<file path="src/design/busCtrl_macros.svh">
`ifndef BUSCTRL_MACROS_SVH
`define BUSCTRL_MACROS_SVH

////////////////////////////////////////
// ROM timing
////////////////////////////////////////

// CLK40 wait cycles between the transfer start and the ROM taN
`define ROM_TA_DELAY 3

////////////////////////////////////////
// Space bases, matched against addr[31:20]
////////////////////////////////////////

// Kickstart ROM at 0x00F00000
`define ROM_BASE 12'h00F
// Boot overlay window at address zero
`define OVL_TOP 12'h000
// CIA space at 0x00B00000
`define CIA_BASE 12'h00B
// Custom chip registers at 0x00D00000
`define CHIPREG_BASE 12'h00D
// Autoconfig at 0x00E00000
`define AUTOCONFIG_BASE 12'h00E

`endif

</file>
<file path="src/design/busCtrlPkg.sv">
`default_nettype none

package busCtrlPkg;

    ////////////////////////////////////////
    // Address space flags
    ////////////////////////////////////////

    // One flag per decoded space
    // At most one is set for a given address
    typedef struct packed {
        // Kickstart ROM, or the low window while overlay is on
        logic romSpace;
        // First two megabytes, shared with the chipset DMA
        logic chipRamSpace;
        // Custom chip registers
        logic chipRegSpace;
        // Both CIAs, slow TTL bus
        logic ciaSpace;
        // Zorro style autoconfig window
        logic autoConfigSpace;
    } busSpace_t;

    ////////////////////////////////////////
    // Acknowledge sequencer
    ////////////////////////////////////////

    // Idle, count the ROM setup, pull taN low, force it high
    typedef enum logic [1:0] {
        ACK_IDLE,
        ACK_WAIT,
        ACK_DRIVE,
        ACK_NEGATE
    } ackState_t;

endpackage

`default_nettype wire

</file>
<file path="src/design/addressDecode.sv">
`timescale 1ns/1ps
`default_nettype none

`include "busCtrl_macros.svh"

module addressDecode import busCtrlPkg::*; (
    // Upper address bits only, the rest go straight to the chips
    input  logic [31:20] addr,
    // Boot overlay from the CIA port
    input  logic         ovl,
    output busSpace_t    space
);

    logic ovlWindow;
    logic ovlHit;
    logic chipRamHit;

    ////////////////////////////////////////
    // Window compares
    ////////////////////////////////////////

    // Low window that the ROM covers at boot
    assign ovlWindow = (addr == `OVL_TOP);

    // Overlay maps ROM over the low window
    // so the reset vectors come from Kickstart
    assign ovlHit = ovl && ovlWindow;

    // Chip RAM spans the first two megabytes
    assign chipRamHit = (addr[31:21] == 11'h000);

    ////////////////////////////////////////
    // Space flags
    ////////////////////////////////////////

    always_comb begin
        space = '0;

        // ROM at its own base, or at zero while overlaid
        space.romSpace = (addr == `ROM_BASE) || ovlHit;

        // Chip RAM only shows once the overlay is dropped
        space.chipRamSpace = chipRamHit && !ovlHit;

        // Chipset registers and CIAs
        space.chipRegSpace = (addr == `CHIPREG_BASE);
        space.ciaSpace     = (addr == `CIA_BASE);

        // Expansion boards configure here
        space.autoConfigSpace = (addr == `AUTOCONFIG_BASE);
    end

endmodule

`default_nettype wire

</file>
<file path="config.mk">
export PLATFORM = sky130hd
export DESIGN_NAME = addressDecode
export DESIGN_NICKNAME = d
export VERILOG_FILES = /design/src/design/busCtrlPkg.sv /design/src/design/addressDecode.sv
export VERILOG_INCLUDE_DIRS = /design/src /design/src/design
export SDC_FILE = /design/constraint.sdc
export NUM_CORES = 1
export LEC_CHECK = 0
export ABC_AREA = 1
export BUFFER_PORTS_ARGS = -buffer_cell sky130_fd_sc_hd__buf_2
export CAP_MARGIN = 20
export CORE_AREA = 2 2 39 41
export DETAILED_ROUTE_END_ITERATION = 8
export DIE_AREA = 0 0 41 43
export PLACE_DENSITY_LB_ADDON = 0.1
export SYNTH_ARGS = -nofsm -noshare
export SYNTH_HDL_FRONTEND = slang
export SYNTH_SLANG_ARGS = --single-unit
</file>
<file path="constraint.sdc">
create_clock -name vclk -period 1.6
set_input_delay 0.32 -clock vclk [all_inputs]
set_output_delay 0.32 -clock vclk [all_outputs]
set_load 0.02 [all_outputs]
</file>
==> run_results.csv <==
group,metric,value,unit
timing,slew_viol_final,0,
synthesis,ys_warn_count,0,
status,outcome,"finished clean",
clocking,cts-hold-fix-buffers,0,
power,p_total,31.4,uW
global_route,grt_usage,4.90,%
cells_and_area,insertedDiodeCount,0,
detailed_routing,via_per_inst,3.48,
placement,dpl.cell_count,63,
detailed_routing,ant_nets,0,
worst_setup_path,critPathKind,"input port to primary output",
cells_and_area,layout_commonest_cell,"buf_2",
timing,slew_headroom,90.3,%
cells_and_area,syn2layout_area_growth,90.7,%
power,power.leakage,0.000144,uW
cells_and_area,drive_above_1_share,42.6,%
global_route,grt_pass1_wl,662,um
timing,min_period,1.35,ns
cells_and_area,fillers,170,
placement,place.gp.congestion,0.540,
global_route,grt_pass1_vias,185,
timing,hold_viol,0,
timing,grt_setup_unrepaired,"no",
floorplan,row_count,14,
synthesis,syn_inst,29,
global_route,grt_max_degree,6,
worst_setup_path,cp_max_fo,4,
synthesis,syn_nets,42,
synthesis,syn_area,121,um2
timing,setup_viol,0,
cells_and_area,most-common-layout-cells,"buf_2, nor2_1, nand2_1",
power,peakVddDrop,0.0244,mV
power,switching_share,48.8,%
floorplan,ios,18,
floorplan,start_util,8.77,%
power,p_sw,15.3,uW
cells_and_area,nNetsFinal,62,
global_route,overflow,0,
detailed_routing,drt-total-wl,420,um
global_route,antenna_found_initial,0,
placement,dp_hpwl,388,um
power,power_frac_comb,100.0,%
floorplan,fp.dieH,43,um
power,powerDensity,136,mW/mm2
cells_and_area,seq_cell_count,0,
worst_setup_path,worstPathRequired,1.28,ns
timing,hold_ws,1.02,ns
worst_setup_path,start_kind,"input port",
cells_and_area,clkbuf_count,0,
power,clkPwrFrac,0,%
detailed_routing,dr.first_iter.drc_count,5,
detailed_routing,via_count,219,
floorplan,dieArea,0.00176,mm2
timing,fin_crit_sh,84.2,%
floorplan,coreArea,0.00138,mm2
power,seqPwrFrac,0,%
worst_setup_path,setup.worst_path.end_class,"primary output",
timing,fmax,742,MHz
clocking,post_cts_resized,0,
cells_and_area,fin_cells,63,
power,p_int,16.1,uW
detailed_routing,wire_per_inst,6.67,um
cells_and_area,seqCellArea,0,um2
job,max_cap_viol_count,0,
timing,finalSetupTns,0,ns
timing,worst_slew_pin_slew,0.145,ns
detailed_routing,drc,0,
synthesis,ys_seq_area_share,0,%
floorplan,die_w,41,um
synthesis,synth_cell_types,8,
clocking,cts_setup_buffers,0,
worst_setup_path,worstPathArrival,1.03,ns
hold_path,min_path_type,"input port to primary output",
placement,io_buffers,18,
detailed_routing,drtPass1Iterations,4,
synthesis,syn_avg_cell_area,4.19,um2
==> layout make-up <==
type	instances	area (um2)	share of cell area, %
tap	16	20.0	8.65
multi-input combinational	23	98.8	42.7
inverter	6	22.5	9.73
timing repair buffer	18	90.1	38.9
==> cells by family after synthesis <==
family	after synthesis	synth area share [%]
buffers and inverters	6	18.6
AO/OA/AOI/OAI	1	6.19
AND/OR/NAND/NOR	22	75.3
==> worst paths after layout <==
check     start        to  slack, ns  depth (start not counted)
min    addr[23]  space[1]       1.02                          4
max    addr[31]  space[3]       0.25                          7
==> power by group through the flow <==
stage	Combinational (uW)	Sequential, uW	Clock [uW]
after global routing	37.2	0	0
after CTS	31.6	0	0
after detailed placement	31.6	0	0
after global placement	32.3	0	0
after floorplan	11.6	0	0
final	31.4	0	0
==> critical path: stages <==
cell and delay, ns:
buf_2 0.09, nor2_1 0.09, nand2_1 0.07, nor2_2 0.14, inv_2 0.07, nor2_1 0.09
buf_2 0.17
==> metal layers <==
metal	part of all wire [%]	GRT usage, %	vias up
met5	0	0	-
met2	42	7.81	15
met3	16	0	0
li1	-	-	124
met1	41	7.59	80
met4	0	0	0
==> through the flow <==
stage          utilization [%]  setup WS [ns]  cell area [um2]
2_1_floorplan                -          0.356              121
3_3_place_gp              16.7          0.204              231
3_5_place_dp              16.7          0.236              231
4_1_cts                   16.7          0.231              231
5_1_grt                   16.7          0.140              231
6_report                  16.7          0.252              231
==> cell usage after synthesis <==
cell type / number / share of area (%)
o211ai_1: 1 / 6.2
nand3_1: 3 / 12
nor2_2: 1 / 5.2
nand4_1: 1 / 5.2
nor2_1: 11 / 34
inv_1: 5 / 15
inv_2: 1 / 3.1
nand2_1: 6 / 19
Note: power is estimated with default switching activity, not from simulation.
