## config.mk

```make
export PLATFORM = sky130hd
export DESIGN_NAME = tickClocks
export DESIGN_NICKNAME = d
export VERILOG_FILES = /design/src/design/busCtrl_macros.svh /design/src/design/tickClocks.sv
export SDC_FILE = /design/constraint.sdc
export NUM_CORES = 1
export LEC_CHECK = 0
export BUFFER_PORTS_ARGS = -buffer_cell sky130_fd_sc_hd__clkbuf_2
export CAP_MARGIN = 30
export CORE_UTILIZATION = 30
export CTS_CLUSTER_SIZE = 10
export DETAILED_ROUTE_END_ITERATION = 12
export PLACE_DENSITY = 0.42
export SYNTH_ARGS = -nofsm -noshare
export SYNTH_HDL_FRONTEND = slang
export SYNTH_SLANG_ARGS = --single-unit
export TNS_END_PERCENT = 20
```

## constraint.sdc

```tcl
create_clock -name CLK40 -period 3.5 [get_ports CLK40]
set_clock_uncertainty 0.2 [all_clocks]
set_input_delay 0.525 -clock CLK40 [delete_from_list [all_inputs] [get_ports CLK40]]
set_output_delay 0.525 -clock CLK40 [all_outputs]
set_load 0.005 [all_outputs]
```

## src/design/busCtrl_macros.svh

```systemverilog
`ifndef BUSCTRL_MACROS_SVH
`define BUSCTRL_MACROS_SVH

////////////////////////////////////////
// ROM timing
////////////////////////////////////////

// CLK40 wait cycles between the transfer start and the ROM taN
`define ROM_TA_DELAY 3

////////////////////////////////////////
// Space bases, matched against addr[31:20]
////////////////////////////////////////

// Kickstart ROM at 0x00F00000
`define ROM_BASE 12'h00F
// Boot overlay window at address zero
`define OVL_TOP 12'h000
// CIA space at 0x00B00000
`define CIA_BASE 12'h00B
// Custom chip registers at 0x00D00000
`define CHIPREG_BASE 12'h00D
// Autoconfig at 0x00E00000
`define AUTOCONFIG_BASE 12'h00E

`endif

```

## src/design/tickClocks.sv

```systemverilog
`timescale 1ns/1ps
`default_nettype none

module tickClocks #(
    // 40 MHz down to 60 Hz
    parameter int TICK60_DIV = 666667,
    // 40 MHz down to 50 Hz
    parameter int TICK50_DIV = 800000,
    // Clocks per CIA phase, ten phases per CIA period
    parameter int CIA_STEP   = 6
) (
    input  logic CLK40,
    input  logic TS_RESET,
    output logic tick60,
    output logic tick50,
    output logic ciaClk
);

    ////////////////////////////////////////
    // Tick pulses
    ////////////////////////////////////////

    localparam int tickDiv [2] = '{TICK60_DIV, TICK50_DIV};

    // Same divider twice, index 0 is 60 Hz and 1 is 50 Hz
    for (genvar i = 0; i < 2; i++) begin : gTick
        localparam int cntW = (tickDiv[i] > 1) ? $clog2(tickDiv[i]) : 1;
        localparam logic [cntW-1:0] cntLast = cntW'(tickDiv[i] - 1);

        logic [cntW-1:0] tickCnt;
        logic            tickOut;

        // One clock pulse on the last count
        always_ff @(posedge CLK40 or posedge TS_RESET) begin
            if (TS_RESET) begin
                tickCnt <= '0;
                tickOut <= 1'b0;
            end else if (tickCnt == cntLast) begin
                tickCnt <= '0;
                tickOut <= 1'b1;
            end else begin
                tickCnt <= tickCnt + 1'b1;
                tickOut <= 1'b0;
            end
        end
    end

    assign tick60 = gTick[0].tickOut;
    assign tick50 = gTick[1].tickOut;

    ////////////////////////////////////////
    // CIA clock
    ////////////////////////////////////////

    localparam int stepW = (CIA_STEP > 1) ? $clog2(CIA_STEP) : 1;
    localparam logic [stepW-1:0] stepLast = stepW'(CIA_STEP - 1);
    // Phases 0 to 5 low, 6 to 9 high, like the E clock
    localparam logic [3:0] ciaLastPhase = 4'd9;
    localparam logic [3:0] ciaHighPhase = 4'd6;

    logic [stepW-1:0] stepCnt;
    logic [3:0]       ciaPhase;
    logic [3:0]       phaseNext;

    assign phaseNext = (ciaPhase == ciaLastPhase) ? 4'd0 : ciaPhase + 4'd1;

    // Output is a flop, so no glitches reach the CIAs
    always_ff @(posedge CLK40 or posedge TS_RESET) begin
        if (TS_RESET) begin
            stepCnt  <= '0;
            ciaPhase <= 4'd0;
            ciaClk   <= 1'b0;
        end else if (stepCnt == stepLast) begin
            stepCnt  <= '0;
            ciaPhase <= phaseNext;
            ciaClk   <= (phaseNext >= ciaHighPhase);
        end else begin
            stepCnt <= stepCnt + 1'b1;
        end
    end

endmodule

`default_nettype wire

```

==> metrics.sh <==
STATUS='completed'
HOLD_PATH.CLASS='input port to async pin'
SYNTHDOMINANTCELLAREASHARE_PCT=53.7
DRT_FIRST_PASS_ITERS=4
GRT_SETUP_UNREPAIRED='no'
MULTI_INPUT_AREA_UM2=1020
EFFECTIVE_UTILIZATION_AT_FLOORPLAN_PCT=31.6
CP-START-KIND='flip-flop'
TRITONCTS='yes'
FINAL_NETS=237
CTS_HOLD_BUF=0
POST_CTS.RESIZED_INSTANCES=0
SYNTH_TOP_CELL_BY_AREA='sky130_fd_sc_hd__dfrtp_1'
MOSTFREQUENTLAYOUTCELLS='sky130_fd_sc_hd__dfrtp_1 (50), sky130_fd_sc_hd__nor2_1 (31), sky130_fd_sc_hd__xnor2_1 (21), sky130_fd_sc_hd__nand3_1 (17)'
STATIC-LEAKAGE-POWER_uW=0.00111
SYN-MEAN-INSTANCE-AREA_UM2=10.4
SYNTH.YOSYS.WARNINGS=0
FINAL_HOLD_VIOL_COUNT=0
FINAL-MAX-SLEW-VIOLATION-COUNT=0
SLEW_AT_THE_PIN_CLOSEST_TO_ITS_MAX_SLEW_LIMIT_NS=0.803
CRITICAL_PATH_PEAK_FANOUT=11
COREAREA_UM2=7370
TIMING.SLEW.HEADROOM_PCT=46.3
DIE_WIDTH_UM=90.1
SYNTH_CELL_TYPES=34
MIN_PERIOD_NS=2.29
POST_SYNTHESIS_INSTANCE_TOTAL=223
GRT_MAX_DEGREE=30
VIASPERCELL=4.68
DPL.CELL_COUNT=324
POWER_FRAC_SEQ_PCT=57.4
VIAS_IN_THE_FIRST_GLOBAL_ROUTE=1536
DRIVE_ABOVE_1_SHARE_PCT=8.58
CTS.SINKS=50
H-TREE-DEPTH=2
POWER_DENSITY_OVER_THE_CELLS_nW_PER_UM2=390
COMB_POWER_SHARE_PCT=1.3
CTS.REPORTEDPATHS.CLKPINSLEW_NS=0.10
FINALNONFILLERCELLS=332
DIEAREA_UM2=8120
FP.DIEH_UM=90.1
TOTALWIRELENGTH_UM=4280
FINALCRITPERIODSHARE_PCT=65.5
DETAIL_ROUTE.DRC_VIOLATIONS=0
SYN_NETS=228
AREA_ADDED_BETWEEN_SYNTHESIS_AND_FINISH_PCT=10.7
CELL_INTERNAL_PWR_uW=793
INITIALDRTVIOLATIONCOUNT=73
CP_DATA_REQUIRED_TIME_NS=3.46
SYNTH.FF_LATCH_COUNT=50
CTS_ROOT_BUF='sky130_fd_sc_hd__clkbuf_8'
CRIT_ARRIVAL_NS=2.25
GRT_FIRST_PASS_WIRELENGTH_UM=7670
MAXCAPVIOLATIONS=0
WORST_SETUP_PATH_END_KIND='flip-flop'
SYNTH.YOSYS.SEQ_AREA_SHARE_PCT=53.7
SW_FRAC_OF_TOTAL_PCT=21.1
CLKPWRFRAC_PCT=41.3
P_SW_uW=212
GRT_MOST_USED_LAYER='met1'
GRT_UTIL_ALL_LAYERS_PCT=11.7
DPL.HPWL_UM=2990
LAYOUT_COMMONEST_CELL='sky130_fd_sc_hd__dfrtp_1'
POSTCTSSETUPBUFFERS=0
NETLIST_TOP_CELLS_AREA='sky130_fd_sc_hd__dfrtp_1 (54%), sky130_fd_sc_hd__xnor2_1 (7.9%), sky130_fd_sc_hd__nor2_1 (5.0%), sky130_fd_sc_hd__xor2_1 (4.5%), sky130_fd_sc_hd__nand3_1 (3.7%)'
GLOBALROUTEMET1UTIL_PCT=17.5
CTS_INSERTED_BUFFERS=5
WORST_IR_DROP_VDD_V=0.000200
USE_MET2_PCT=16.4
GLOBAL_ROUTE.OVERFLOW_TOTAL=0
ANT_NETS=0
INSERTION_DELAY_NS=0.30
GPL.FINAL_WEIGHTED_CONGESTION=0.726
WORSTSETUPPATHTYPE='flip-flop to flip-flop'
CORE.ROWCOUNT=31
SETUP-TNS-FINAL_NS=0
FINALSETUPVIOLCOUNT=0
USE_MET3_PCT=2.88
FF_LATCH_AREA_UM2=1250
IOPINCOUNT=5
NFILLCELLS=765
NETLIST_AREA_UM2=2330
INITIAL_ANTENNA_VIOLATION_COUNT=0
DIODES=0
CLK_PATH_BUF_DEPTH=2
IO_BUFFER_COUNT=4
ROUTED-VIA-COUNT=1555
TIMING.FMAX_MHz=436
ROUTEDWLPERCELL_UM=12.9
[worst paths after layout]
kind	from	endpoint	slack, ns	cells after the start
max	gTick[1].tickCnt[0]	gTick[1].tickCnt[18]	1.21	5
min	TS_RESET	gTick[1].tickCnt[16]	0.02	2
max reg2reg	gTick[1].tickCnt[0]	gTick[1].tickCnt[18]	1.21	5
min reg2reg	ciaClk	ciaClk	0.29	1
max in group asynchronous	TS_RESET	gTick[0].tickCnt[5]	2.31	3
min in group CLK40	ciaClk	ciaClk	0.29	1
[synth_stat cells]
master	number
sky130_fd_sc_hd__nand4_4	1
sky130_fd_sc_hd__xnor2_1	21
sky130_fd_sc_hd__nor2_1	31
sky130_fd_sc_hd__buf_2	2
sky130_fd_sc_hd__mux2i_1	2
sky130_fd_sc_hd__nand4_1	10
sky130_fd_sc_hd__a221oi_1	1
sky130_fd_sc_hd__and3_1	2
sky130_fd_sc_hd__nand3b_1	1
sky130_fd_sc_hd__nor2b_1	2
sky130_fd_sc_hd__dfrtp_1	50
sky130_fd_sc_hd__nor4bb_1	2
sky130_fd_sc_hd__o21ai_0	7
sky130_fd_sc_hd__or2_2	1
sky130_fd_sc_hd__nand3_1	17
sky130_fd_sc_hd__and4_1	3
sky130_fd_sc_hd__nor4_1	5
sky130_fd_sc_hd__clkbuf_1	1
sky130_fd_sc_hd__nor4b_1	2
sky130_fd_sc_hd__nor3_2	1
sky130_fd_sc_hd__ha_1	3
sky130_fd_sc_hd__or3_4	1
sky130_fd_sc_hd__or3_1	5
sky130_fd_sc_hd__xor2_1	12
sky130_fd_sc_hd__inv_1	9
sky130_fd_sc_hd__a21o_1	4
sky130_fd_sc_hd__or4_1	1
sky130_fd_sc_hd__nor3_1	6
sky130_fd_sc_hd__a21oi_1	3
sky130_fd_sc_hd__nor3b_1	2
sky130_fd_sc_hd__buf_4	1
sky130_fd_sc_hd__nand4b_1	1
sky130_fd_sc_hd__nand2_1	12
sky130_fd_sc_hd__a21oi_2	1
[routing by layer]
metal / routed length [um] / part of all wire (%)
met1: 2290 / 54
met2: 1860 / 44
met3: 96 / 2.2
met4: 26 / 0.61
met5: 0 / 0
[cell type report]
type                       count  share of cell area, %
timing repair buffer           6                   1.36
sequential                    50                   48.5
inverter                       9                   1.31
clock buffer                   5                   2.67
clock inverter                 3                   1.70
multi-input combinational    160                   39.6
tap                           99                   4.80
[flip-flops by register name, indices dropped and copies added (netlist names)]
register       count
gTick.tickCnt     40
ciaPhase           4
stepCnt            3
ciaClk             1
tick50             1
tick60             1
[power groups by stage]
stage / clock network, uW / logic, uW / registers [uW]
after CTS: 431 / 14.5 / 577
final: 415 / 12.9 / 577
after global placement: 0 / 14.1 / 589
after global routing: 457 / 16.0 / 577
after floorplan: 0 / 8.45 / 589
after detailed placement: 0 / 14.4 / 589
[cells by family (layout without fill, tap and decap cells)]
logic type / count (synthesis) / count (layout) / share of synthesized area [%]
XOR/XNOR: 33 / 33 / 12.4
AO/OA/AOI/OAI: 16 / 16 / 4.19
AND/OR/NAND/NOR: 106 / 106 / 24.8
adder cells (fa/ha/maj): 3 / 3 / 1.61
multiplexers: 2 / 2 / 0.860
flip-flops: 50 / 50 / 53.7
buffers and inverters: 13 / 23 / 2.36
[worst max-delay path, cell delays in order (launching register included)]
cell	delay (ns)
sky130_fd_sc_hd__dfrtp_1	0.40
sky130_fd_sc_hd__ha_1	0.20
sky130_fd_sc_hd__nand3_1	0.20
sky130_fd_sc_hd__or2_2	0.37
sky130_fd_sc_hd__nor2_1	0.64
sky130_fd_sc_hd__nor3_1	0.14
[stage by stage]
step           setup slack, ns  utilization [%]  total power [uW]  hold WS (ns)  cell area (um2)
2_1_floorplan             1.57                -               597         0.255             2330
3_3_place_gp              1.23             33.5               603         0.266             2470
3_5_place_dp              1.17             33.5               603         0.275             2470
4_1_cts                   1.14             35.0              1020        0.0299             2580
5_1_grt                   1.05             35.0              1050        0.0588             2580
6_report                  1.21             35.0              1010        0.0214             2580
Power figures use the tool's default switching activity.
